**config.mk**
```make
export PLATFORM = sky130hd
export DESIGN_NAME = coherenceBus
export DESIGN_NICKNAME = d
export VERILOG_FILES = /design/src/hw/coherence_pkg.sv /design/src/hw/busArbiter.sv /design/src/hw/busFsm.sv /design/src/hw/snoopPort.sv /design/src/hw/memPort.sv /design/src/hw/coherenceBus.sv
export VERILOG_INCLUDE_DIRS = /design/src /design/src/hw
export SDC_FILE = /design/constraint.sdc
export NUM_CORES = 1
export LEC_CHECK = 0
export BUFFER_PORTS_ARGS = -buffer_cell sky130_fd_sc_hd__buf_2
export CAP_MARGIN = 25
export CORE_AREA = 2 2 193 195
export DETAILED_ROUTE_END_ITERATION = 8
export DIE_AREA = 0 0 195 197
export PLACE_DENSITY_LB_ADDON = 0.12
export SLEW_MARGIN = 20
export SYNTH_ARGS = -nofsm -noshare
export SYNTH_HDL_FRONTEND = slang
export SYNTH_SLANG_ARGS = --single-unit
```
**constraint.sdc**
```tcl
create_clock -name CLK -period 2.2 [get_ports CLK]
set_input_delay 0.22 -clock CLK [delete_from_list [all_inputs] [get_ports CLK]]
set_output_delay 0.22 -clock CLK [all_outputs]
set_load 0.005 [all_outputs]
```
**src/hw/coherence_params.svh**
```systemverilog
`ifndef COHERENCE_PARAMS_SVH
`define COHERENCE_PARAMS_SVH

// data and address widths
`define WORD_W 32
`define ADDR_W 32

// two cores, two words per block
`define CPUS 2
`define BLOCK_WORDS 2

`endif

```
**src/hw/coherence_pkg.sv**
```systemverilog
`include "coherence_params.svh"

package coherence_pkg;

    typedef logic [`WORD_W-1:0] word_t;
    typedef logic [`ADDR_W-1:0] addr_t;
    // selects one of the two cores
    typedef logic [$clog2(`CPUS)-1:0] cpuId_t;

    typedef enum logic [1:0] {
        FREE, BUSY, ACCESS, ERROR
    } ramState_t;

    // kind of transaction held by the arbiter
    typedef enum logic [2:0] {
        NONE, IFETCH, READ, READX, WRITEBACK
    } reqKind_t;

    typedef enum logic [2:0] {
        IDLE, SNOOP, FLUSH, FILL, WBACK, FETCH
    } busState_t;

endpackage

```
**src/hw/busArbiter.sv**
```systemverilog
`include "coherence_params.svh"

module busArbiter (
    input  logic CLK,
    input  logic nRST,
    input  logic [`CPUS-1:0] iREN,
    input  logic [`CPUS-1:0] dREN,
    input  logic [`CPUS-1:0] dWEN,
    input  logic [`CPUS-1:0] cctrans,
    input  coherence_pkg::addr_t [`CPUS-1:0] iaddr,
    input  coherence_pkg::addr_t [`CPUS-1:0] daddr,
    input  logic releaseReq,
    output coherence_pkg::reqKind_t reqKind,
    output coherence_pkg::cpuId_t reqCpu,
    output coherence_pkg::addr_t reqAddr
);
    import coherence_pkg::*;

    reqKind_t pickKind;
    cpuId_t pickCpu;
    addr_t pickAddr;

    // a write with cctrans set is an eviction, without it a write miss
    function automatic reqKind_t dataKind(input logic ren, input logic trans);
        if (ren) begin
            return READ;
        end
        return trans ? WRITEBACK : READX;
    endfunction

    // fixed priority: dcache 0, dcache 1, icache 0, icache 1
    always_comb begin
        pickKind = NONE;
        pickCpu = cpuId_t'(0);
        pickAddr = '0;
        if (dREN[0] || dWEN[0]) begin
            pickKind = dataKind(dREN[0], cctrans[0]);
            pickAddr = daddr[0];
        end else if (dREN[1] || dWEN[1]) begin
            pickKind = dataKind(dREN[1], cctrans[1]);
            pickCpu = cpuId_t'(1);
            pickAddr = daddr[1];
        end else if (iREN[0]) begin
            pickKind = IFETCH;
            pickAddr = iaddr[0];
        end else if (iREN[1]) begin
            pickKind = IFETCH;
            pickCpu = cpuId_t'(1);
            pickAddr = iaddr[1];
        end
    end

    // grant stays put until the FSM finishes the transaction
    always_ff @(posedge CLK, negedge nRST) begin
        if (!nRST) begin
            reqKind <= NONE;
            reqCpu <= cpuId_t'(0);
        end else if (releaseReq) begin
            reqKind <= NONE;
        end else if (reqKind == NONE) begin
            reqKind <= pickKind;
            reqCpu <= pickCpu;
        end
    end

    always_ff @(posedge CLK) begin
        if (reqKind == NONE) begin
            reqAddr <= pickAddr;
        end
    end

endmodule

```
**src/hw/busFsm.sv**
```systemverilog
`include "coherence_params.svh"

module busFsm (
    input  logic CLK,
    input  logic nRST,
    input  coherence_pkg::reqKind_t reqKind,
    input  logic otherHas,
    input  logic otherDirty,
    input  logic wordDone,
    output coherence_pkg::busState_t state,
    output logic lastWord,
    output logic snoopEn,
    output logic invEn,
    output logic releaseReq
);
    import coherence_pkg::*;

    typedef logic [$clog2(`BLOCK_WORDS)-1:0] wordIdx_t;

    busState_t nextState;
    wordIdx_t wordCnt;

    // fetch moves a single word, block phases move BLOCK_WORDS
    assign lastWord = (state == FETCH) || (wordCnt == wordIdx_t'(`BLOCK_WORDS - 1));

    // transaction ends with the requester's last word
    assign releaseReq = wordDone && lastWord
        && (state == FILL || state == WBACK || state == FETCH);

    // other cache stays stalled from the snoop to the end of the fill
    assign snoopEn = (state == SNOOP) || (state == FLUSH) || (state == FILL);

    // write miss kills the other copy with the final fill word
    assign invEn = (state == FILL) && (reqKind == READX) && lastWord;

    always_comb begin
        nextState = state;
        case (state)
            IDLE: begin
                case (reqKind)
                    READ, READX: nextState = SNOOP;
                    WRITEBACK:   nextState = WBACK;
                    IFETCH:      nextState = FETCH;
                    default:     nextState = IDLE;
                endcase
            end
            SNOOP: begin
                // one cycle, reply is live here
                if (otherHas && otherDirty) begin
                    nextState = FLUSH;
                end else begin
                    nextState = FILL;
                end
            end
            FLUSH: begin
                if (wordDone && lastWord) begin
                    nextState = FILL;
                end
            end
            FILL, WBACK, FETCH: begin
                if (releaseReq) begin
                    nextState = IDLE;
                end
            end
            default: begin
                nextState = IDLE;
            end
        endcase
    end

    always_ff @(posedge CLK, negedge nRST) begin
        if (!nRST) begin
            state <= IDLE;
            wordCnt <= '0;
        end else begin
            state <= nextState;
            // counter wraps at the end of every phase
            if (wordDone) begin
                wordCnt <= lastWord ? '0 : wordCnt + 1'b1;
            end
        end
    end

endmodule

```
**src/hw/snoopPort.sv**
```systemverilog
`include "coherence_params.svh"

module snoopPort (
    input  logic CLK,
    input  logic nRST,
    input  logic snoopEn,
    input  logic invEn,
    input  coherence_pkg::cpuId_t reqCpu,
    input  coherence_pkg::addr_t [`CPUS-1:0] daddr,
    input  logic [`CPUS-1:0] cctrans,
    input  logic [`CPUS-1:0] ccwrite,
    output logic [`CPUS-1:0] ccwait,
    output coherence_pkg::addr_t [`CPUS-1:0] ccsnoopaddr,
    output logic [`CPUS-1:0] ccinv,
    output logic otherHas,
    output logic otherDirty
);
    import coherence_pkg::*;

    cpuId_t other;
    logic captured;
    logic hasQ;
    logic dirtyQ;

    assign other = ~reqCpu;

    // only the non-requesting core is snooped
    always_comb begin
        for (int c = 0; c < `CPUS; c++) begin
            ccwait[c] = snoopEn && (cpuId_t'(c) == other);
            ccinv[c] = invEn && (cpuId_t'(c) == other);
            ccsnoopaddr[c] = ccwait[c] ? daddr[reqCpu] : '0;
        end
    end

    // reply sampled once, in the first snoop cycle
    always_ff @(posedge CLK, negedge nRST) begin
        if (!nRST) begin
            captured <= 1'b0;
            hasQ <= 1'b0;
            dirtyQ <= 1'b0;
        end else if (!snoopEn) begin
            captured <= 1'b0;
        end else if (!captured) begin
            captured <= 1'b1;
            hasQ <= cctrans[other];
            dirtyQ <= ccwrite[other];
        end
    end

    // live answer during SNOOP so the FSM branches without an extra cycle
    assign otherHas = captured ? hasQ : (snoopEn && cctrans[other]);
    assign otherDirty = captured ? dirtyQ : (snoopEn && ccwrite[other]);

endmodule

```
**src/hw/memPort.sv**
```systemverilog
`include "coherence_params.svh"

module memPort (
    input  coherence_pkg::busState_t state,
    input  coherence_pkg::cpuId_t reqCpu,
    input  logic lastWord,
    input  logic [`CPUS-1:0] iREN,
    input  logic [`CPUS-1:0] dREN,
    input  logic [`CPUS-1:0] dWEN,
    input  coherence_pkg::addr_t [`CPUS-1:0] iaddr,
    input  coherence_pkg::addr_t [`CPUS-1:0] daddr,
    input  coherence_pkg::word_t [`CPUS-1:0] dstore,
    input  coherence_pkg::word_t ramload,
    input  coherence_pkg::ramState_t ramstate,
    output logic ramREN,
    output logic ramWEN,
    output coherence_pkg::addr_t ramaddr,
    output coherence_pkg::word_t ramstore,
    output coherence_pkg::word_t [`CPUS-1:0] iload,
    output coherence_pkg::word_t [`CPUS-1:0] dload,
    output logic [`CPUS-1:0] iwait,
    output logic [`CPUS-1:0] dwait,
    output logic wordDone
);
    import coherence_pkg::*;

    cpuId_t other;
    logic snooped;

    assign other = ~reqCpu;

    // other cache is stalled from the snoop to the end of the fill
    assign snooped = (state == SNOOP) || (state == FLUSH) || (state == FILL);

    always_comb begin
        ramREN = 1'b0;
        ramWEN = 1'b0;
        ramaddr = '0;
        ramstore = '0;
        case (state)
            // snooped cache supplies its own address and data
            FLUSH: begin
                ramWEN = 1'b1;
                ramaddr = daddr[other];
                ramstore = dstore[other];
            end
            FILL: begin
                ramREN = 1'b1;
                ramaddr = daddr[reqCpu];
            end
            WBACK: begin
                ramWEN = 1'b1;
                ramaddr = daddr[reqCpu];
                ramstore = dstore[reqCpu];
            end
            FETCH: begin
                ramREN = 1'b1;
                ramaddr = iaddr[reqCpu];
            end
            default: begin
            end
        endcase
    end

    assign wordDone = (ramREN || ramWEN) && (ramstate == ACCESS);

    always_comb begin
        for (int c = 0; c < `CPUS; c++) begin
            iload[c] = (state == FETCH && reqCpu == cpuId_t'(c)) ? ramload : '0;
            dload[c] = (state == FILL && reqCpu == cpuId_t'(c)) ? ramload : '0;
            // fetch ends on its only word
            iwait[c] = iREN[c] && !(wordDone && lastWord && state == FETCH
                && reqCpu == cpuId_t'(c));
            // while ccwait is high a low dwait marks a flushed word
            dwait[c] = (dREN[c] || dWEN[c] || (snooped && other == cpuId_t'(c)))
                && !(wordDone && ((state == FLUSH && other == cpuId_t'(c))
                || ((state == FILL || state == WBACK) && reqCpu == cpuId_t'(c))));
        end
    end

endmodule

```
**src/hw/coherenceBus.sv**
```systemverilog
`include "coherence_params.svh"

module coherenceBus (
    input  logic CLK,
    input  logic nRST,
    input  logic [`CPUS-1:0] iREN,
    input  logic [`CPUS-1:0] dREN,
    input  logic [`CPUS-1:0] dWEN,
    input  coherence_pkg::addr_t [`CPUS-1:0] iaddr,
    input  coherence_pkg::addr_t [`CPUS-1:0] daddr,
    input  coherence_pkg::word_t [`CPUS-1:0] dstore,
    input  logic [`CPUS-1:0] cctrans,
    input  logic [`CPUS-1:0] ccwrite,
    output logic [`CPUS-1:0] iwait,
    output logic [`CPUS-1:0] dwait,
    output coherence_pkg::word_t [`CPUS-1:0] iload,
    output coherence_pkg::word_t [`CPUS-1:0] dload,
    output logic [`CPUS-1:0] ccwait,
    output coherence_pkg::addr_t [`CPUS-1:0] ccsnoopaddr,
    output logic [`CPUS-1:0] ccinv,
    output logic ramREN,
    output logic ramWEN,
    output coherence_pkg::addr_t ramaddr,
    output coherence_pkg::word_t ramstore,
    input  coherence_pkg::word_t ramload,
    input  coherence_pkg::ramState_t ramstate
);
    import coherence_pkg::*;

    reqKind_t reqKind;
    cpuId_t reqCpu;
    busState_t state;
    logic lastWord;
    logic snoopEn;
    logic invEn;
    logic releaseReq;
    logic otherHas;
    logic otherDirty;
    logic wordDone;

    busArbiter busArbiter_inst (
        .CLK(CLK), .nRST(nRST), .iREN(iREN), .dREN(dREN), .dWEN(dWEN),
        .cctrans(cctrans), .iaddr(iaddr), .daddr(daddr), .releaseReq(releaseReq),
        .reqKind(reqKind), .reqCpu(reqCpu), .reqAddr()
    );

    busFsm busFsm_inst (
        .CLK(CLK), .nRST(nRST), .reqKind(reqKind), .otherHas(otherHas),
        .otherDirty(otherDirty), .wordDone(wordDone), .state(state),
        .lastWord(lastWord), .snoopEn(snoopEn), .invEn(invEn), .releaseReq(releaseReq)
    );

    snoopPort snoopPort_inst (
        .CLK(CLK), .nRST(nRST), .snoopEn(snoopEn), .invEn(invEn), .reqCpu(reqCpu),
        .daddr(daddr), .cctrans(cctrans), .ccwrite(ccwrite), .ccwait(ccwait),
        .ccsnoopaddr(ccsnoopaddr), .ccinv(ccinv), .otherHas(otherHas),
        .otherDirty(otherDirty)
    );

    memPort memPort_inst (
        .state(state), .reqCpu(reqCpu), .lastWord(lastWord), .iREN(iREN),
        .dREN(dREN), .dWEN(dWEN), .iaddr(iaddr), .daddr(daddr), .dstore(dstore),
        .ramload(ramload), .ramstate(ramstate), .ramREN(ramREN), .ramWEN(ramWEN),
        .ramaddr(ramaddr), .ramstore(ramstore), .iload(iload), .dload(dload),
        .iwait(iwait), .dwait(dwait), .wordDone(wordDone)
    );

endmodule

```
[Word level (Yosys, flattened, before mapping)]
Index checks and enable logic that the tools add are counted.
Cells by class
  $add $sub $neg: 1
  order comparisons: 2
  eq/ne operators: 12
  multiplexer cells: 54
  bitwise gates (word level): 3
  reductions and logical operators: 56
Operator list (count)
  two-way mux 32 bit: 16
  case mux 32 bit (3 select lines): 1
  case mux 32 bit (2 select lines): 1
  two-way mux 3 bit: 13
  logical AND 1 bit: 29
  two-way mux 1 bit: 21
  == test 3 x 2 -> 1 bit (second input constant): 4
  logical OR 1 bit: 12
  case mux 3 bit (4 select lines): 1
  == test 3 bit (second input constant): 3
  case mux 3 bit (3 select lines): 1
  OR reduction 2 bit: 4
  == test 3 x 1 -> 1 bit (second input constant): 2
  logical NOT 3 bit: 2
  AND reduction 2 bit: 3
  logical NOT 1 bit: 4
  less-than comparator 1 x 2 -> 1 bit (second input constant): 2
  inequality test 2 bit (second input constant): 2
  inverter 1 bit: 3
  OR reduction 3 bit: 1
  == test 2 bit (second input constant): 1
  nonzero test 2 bit: 1
  adder 1 bit (second input constant): 1
Word-level totals
  flip-flop bits (word level): 11
  bits of input ports: 238
  output and inout port bits: 266
  word-level logic and storage cells: 135

[Longest topological paths before layout]
  depth after elaboration: 10
  mapped depth: 8

[Cells and area by module]
Synthesis repeated with hierarchy kept, for this count alone.
Second synthesis, totals
  cells, all modules: 667
  area total of the unflattened synthesis: 5526.6 µm²
By module, submodules not included
  busArbiter: instances 1, cells each 214, area each 2319.7 µm²
  memPort: instances 1, cells each 325, area each 2263.4 µm²
  snoopPort: instances 1, cells each 93, area each 644.4 µm²
  busFsm: instances 1, cells each 35, area each 299.0 µm²

[Worst setup path after synthesis]
OpenSTA, ideal clock, no wires.
  kind: register to output
  start: register busFsm_inst.state[1]
  end: output ramaddr[10]
  data arrival time: 1.553 ns
  data required time: 1.980 ns
  slack: 0.427 ns
  cell stages (with the launch flop): 9
  path buffers: 4
  cell sequence: dfrtp_1 -> buf_6 -> and3b_1 -> clkbuf_1 -> a21o_1 -> buf_6 -> buf_6 -> a221oi_1 -> o22ai_1
Between the ends
  longest elaborated chain between the ends: 3
  elaborated cells between the ends (all ways): 6
Ends and longest elaborated chain
  start: declaration: line busFsm.sv:10  | output coherence_pkg::busState_t state,
  start signal: assignment: line busFsm.sv:76  | state <= nextState;
  == test 3 x 2 -> 1 bit or == test 3 bit (tied branches): line memPort.sv:40  | case (state)
  OR reduction 2 bit (no line)
  case mux 32 bit (3 select lines) *: line memPort.sv:40
  end: declaration: line coherenceBus.sv:23  | output coherence_pkg::addr_t ramaddr,
Mark *: on every way between the ends. The rest lies on a longest branch, timed or not.

[Final worst setup path]
  start: register busFsm_inst.state[0]
  end: output ramaddr[25]
The elaborated chain is that of the path after synthesis.

==> flow_metrics.env <==
export IMPL_final_common_cell="buf_2"
export IMPL_setup_viol=0
export IMPL_gp_congestion=0.788
export IMPL_dp_hpwl_mm=25.1
export IMPL_cts_clk_slew_worst_paths_ns=0.04
export IMPL_p_switching_mw=4.88
export IMPL_cts_sinks=11
export IMPL_num_rows=70
export IMPL_seqPwrFrac=0.049
export IMPL_grt_antenna_before_repair=2
export IMPL_finClkSkew_ns=0.000696
export IMPL_via_per_inst=4.63
export IMPL_final_cells=1588
export IMPL_drive_gt1_frac=0.538
export IMPL_nets=1357
export IMPL_clock_latency_ns=0.24
export IMPL_r2r_slack_ns=0.38
export IMPL_synthFlopType="dfrtp_1"
export IMPL_fillers=4184
export IMPL_outcome="finished, final reports clean"
export IMPL_yosysWarnings=0
export IMPL_rr_worst_depth=5
export IMPL_wirelength_mm=31.5
export IMPL_setup_worst_path_start_class="register"
export IMPL_ys_types=49
export IMPL_track_usage=0.150
export IMPL_syn_nets=889
export IMPL_synthArstFlopShare=1.00
export IMPL_post_place_cells=1577
export IMPL_swShare=0.524
export IMPL_avgSynthCellArea_um2=6.87
export IMPL_pwr_share_clk=0.036
export IMPL_cp_arrival_ns=1.87
export IMPL_synth_edff_count=0
export IMPL_drtIter0Drc=354
export IMPL_cp_end_kind="output pin"
export IMPL_synthTopCellsByArea="a221oi_1 (21%), and2_1 (17%), and3_1 (9.1%)"
export IMPL_cts_htree_levels=1
export IMPL_cp_max_fo=19
export IMPL_r2r_start="busFsm_inst.state[0]"
export IMPL_whs_path_depth=3
export IMPL_fin_area_um2=7960
export IMPL_worst_hold_slack_ns=0.351
export IMPL_vias=7359
export IMPL_internal_power_mw=4.42
export IMPL_die_y_um=197
export IMPL_initial_core_util=0.123
export IMPL_core_area_um2=36300
export IMPL_fmax_mhz=478
export IMPL_grt_setup_unrepaired="yes"
export IMPL_first_pass_iters=4
export IMPL_grt_start_max_net_pins=65
export IMPL_cts_path_max_buffers=2
export IMPL_syn_to_final_growth_pct=78.0
export IMPL_portBuffers=503
export IMPL_slew_viol_final=0
export IMPL_pre_cts_ws_ns=0.174
export IMPL_boundaryPins=504
export IMPL_comb_power_share=0.914
export IMPL_leakage_nw=4.27
export IMPL_critPathKind="register to output pin"
export IMPL_worst_slack_ns=0.106
export IMPL_dieWidth_um=195
export IMPL_grt_pass1_vias=7015
export IMPL_powerDensity_nw_per_um2=1170
export IMPL_r2r_end="busArbiter_inst.reqCpu"
export IMPL_grt_pass1_wl_mm=44.6
export IMPL_dpl_cell_area_um2=7720
export IMPL_die_area_um2=38400
export IMPL_gr_total_overflow=0
export IMPL_tritoncts="done"
export IMPL_finalCritPeriodShare=0.952
export IMPL_yosysTopAreaCellShare=0.208
export IMPL_ant_nets=0
export IMPL_layout_common_cells="buf_2 (503), and2_1 (117), a221oi_1 (101)"
export IMPL_route_detailed_drc=0
export IMPL_synth_seq_area_share=0.0616
export IMPL_synth_area_um2=4470
export IMPL_hold_viol_final=0
export IMPL_hold_path_class="input port to register"
export IMPL_max_cap_viol_count=0
export IMPL_cts_inserted_buffers=3
export IMPL_slew_headroom=0.660
export IMPL_post_synth_top_area_cell="a221oi_1"
export IMPL_cp_required_ns=1.98
export IMPL_final_min_clock_period_ns=2.09
export IMPL_root_buffer="clkbuf_16"
export IMPL_ys_ff_latch=11
export IMPL_tightestPinTransition_ns=0.507
export IMPL_syn_instance_count=651
export IMPL_hold_end="snoopPort_inst.dirtyQ"
export IMPL_vdd_drop_max_v=0.000464
export IMPL_wl_per_cell_um=19.9
export IMPL_hp_start="ccwrite[1]"
export IMPL_power_total_mw=9.30
==> state kept, by name, indices dropped and copies added, names as in the netlist <==
register and flops:
busArbiter_inst.reqKind 3, busFsm_inst.state 3, busArbiter_inst.reqCpu 1, busFsm_inst.wordCnt 1
snoopPort_inst.captured 1, snoopPort_inst.dirtyQ 1, snoopPort_inst.hasQ 1
==> Yosys cell counts (4+ instances only) <==
master     count
o21a_1         9
buf_2         15
a21oi_1       29
nand2_1       10
nor2_1        11
buf_1          8
buf_6          4
o2bb2ai_1      7
nor2b_1       16
and2_1       118
nand2b_1       5
mux2_2        19
inv_1         15
and3_1        65
nor3_1        42
o221ai_1       6
o22ai_1       24
a221oi_1     106
dfrtp_1       11
clkbuf_1      60
a221o_1        5
nor4_1        13
mux2i_1       14
==> power by group through the flow <==
stage	registers [mW]	logic [mW]	clock network [mW]
after floorplan	0.377	4.48	0
after global placement	0.451	8.52	0
after detailed placement	0.451	8.46	0
after CTS	0.451	8.50	0.349
after global routing	0.478	9.42	0.358
final	0.458	8.50	0.338
==> final cells by class <==
cell class	count	area, um2	share of cell area
Sequential cell	11	285	0.0358
Multi-Input combinational cell	535	3850	0.483
Antenna cell	2	5.00	0.000629
Timing Repair Buffer	552	3100	0.389
Clock buffer	4	78.8	0.00990
Tap cell	468	586	0.0736
Inverter	16	61.3	0.00770
==> repair_timing <==
item	in CTS	in global routing
gates resized for setup	2	15
setup buffers	0	2
hold buffers	1	0
cloned	0	2
setup endpoints to repair	8	46
pin swaps	0	2
hold endpoints to repair	11	0
==> how the worst max path moves through the flow <==
stage                   endpoint              startpoint  cells past startpoint
finish               ramaddr[25]    busFsm_inst.state[0]                      6
CTS                  ramaddr[15]    busFsm_inst.state[1]                      6
global route        ramstore[16]    busFsm_inst.state[2]                      7
detailed placement    ramaddr[7]  busArbiter_inst.reqCpu                      6
floorplan            ramaddr[10]    busFsm_inst.state[1]                      8
global placement     ramaddr[21]  busArbiter_inst.reqCpu                      6
==> per-layer routing <==
layer  vias up  global-route usage  wire length [um]
li1       3484                   -                 -
met1      3515               0.190             13300
met2       341               0.267             15800
met3        17              0.0270              2120
met4         2              0.0235               310
met5         -                   0                13
==> critical path, cell delays in order, from the launching register on <==
cell,delay [ns]
dfrtp_4,0.52
and3b_1,0.21
a21o_4,0.21
buf_12,0.15
a221oi_1,0.26
o22ai_1,0.13
buf_2,0.15
==> logic make-up after synthesis <==
logic type,count (synthesis),share of synthesized area
AND/OR/NAND/NOR,289,0.382
flip-flops,11,0.0616
AO/OA/AOI/OAI,211,0.372
XOR/XNOR,1,0.00196
buffers and inverters,105,0.101
multiplexers,34,0.0817
==> metrics by stage <==
step                TNS [ns]   util
floorplan                  0      -
global placement           0  0.213
detailed placement         0  0.213
CTS                        0  0.216
global route         -0.0416  0.219
finish                     0  0.219
Note: power is estimated with default switching activity, not from simulation.
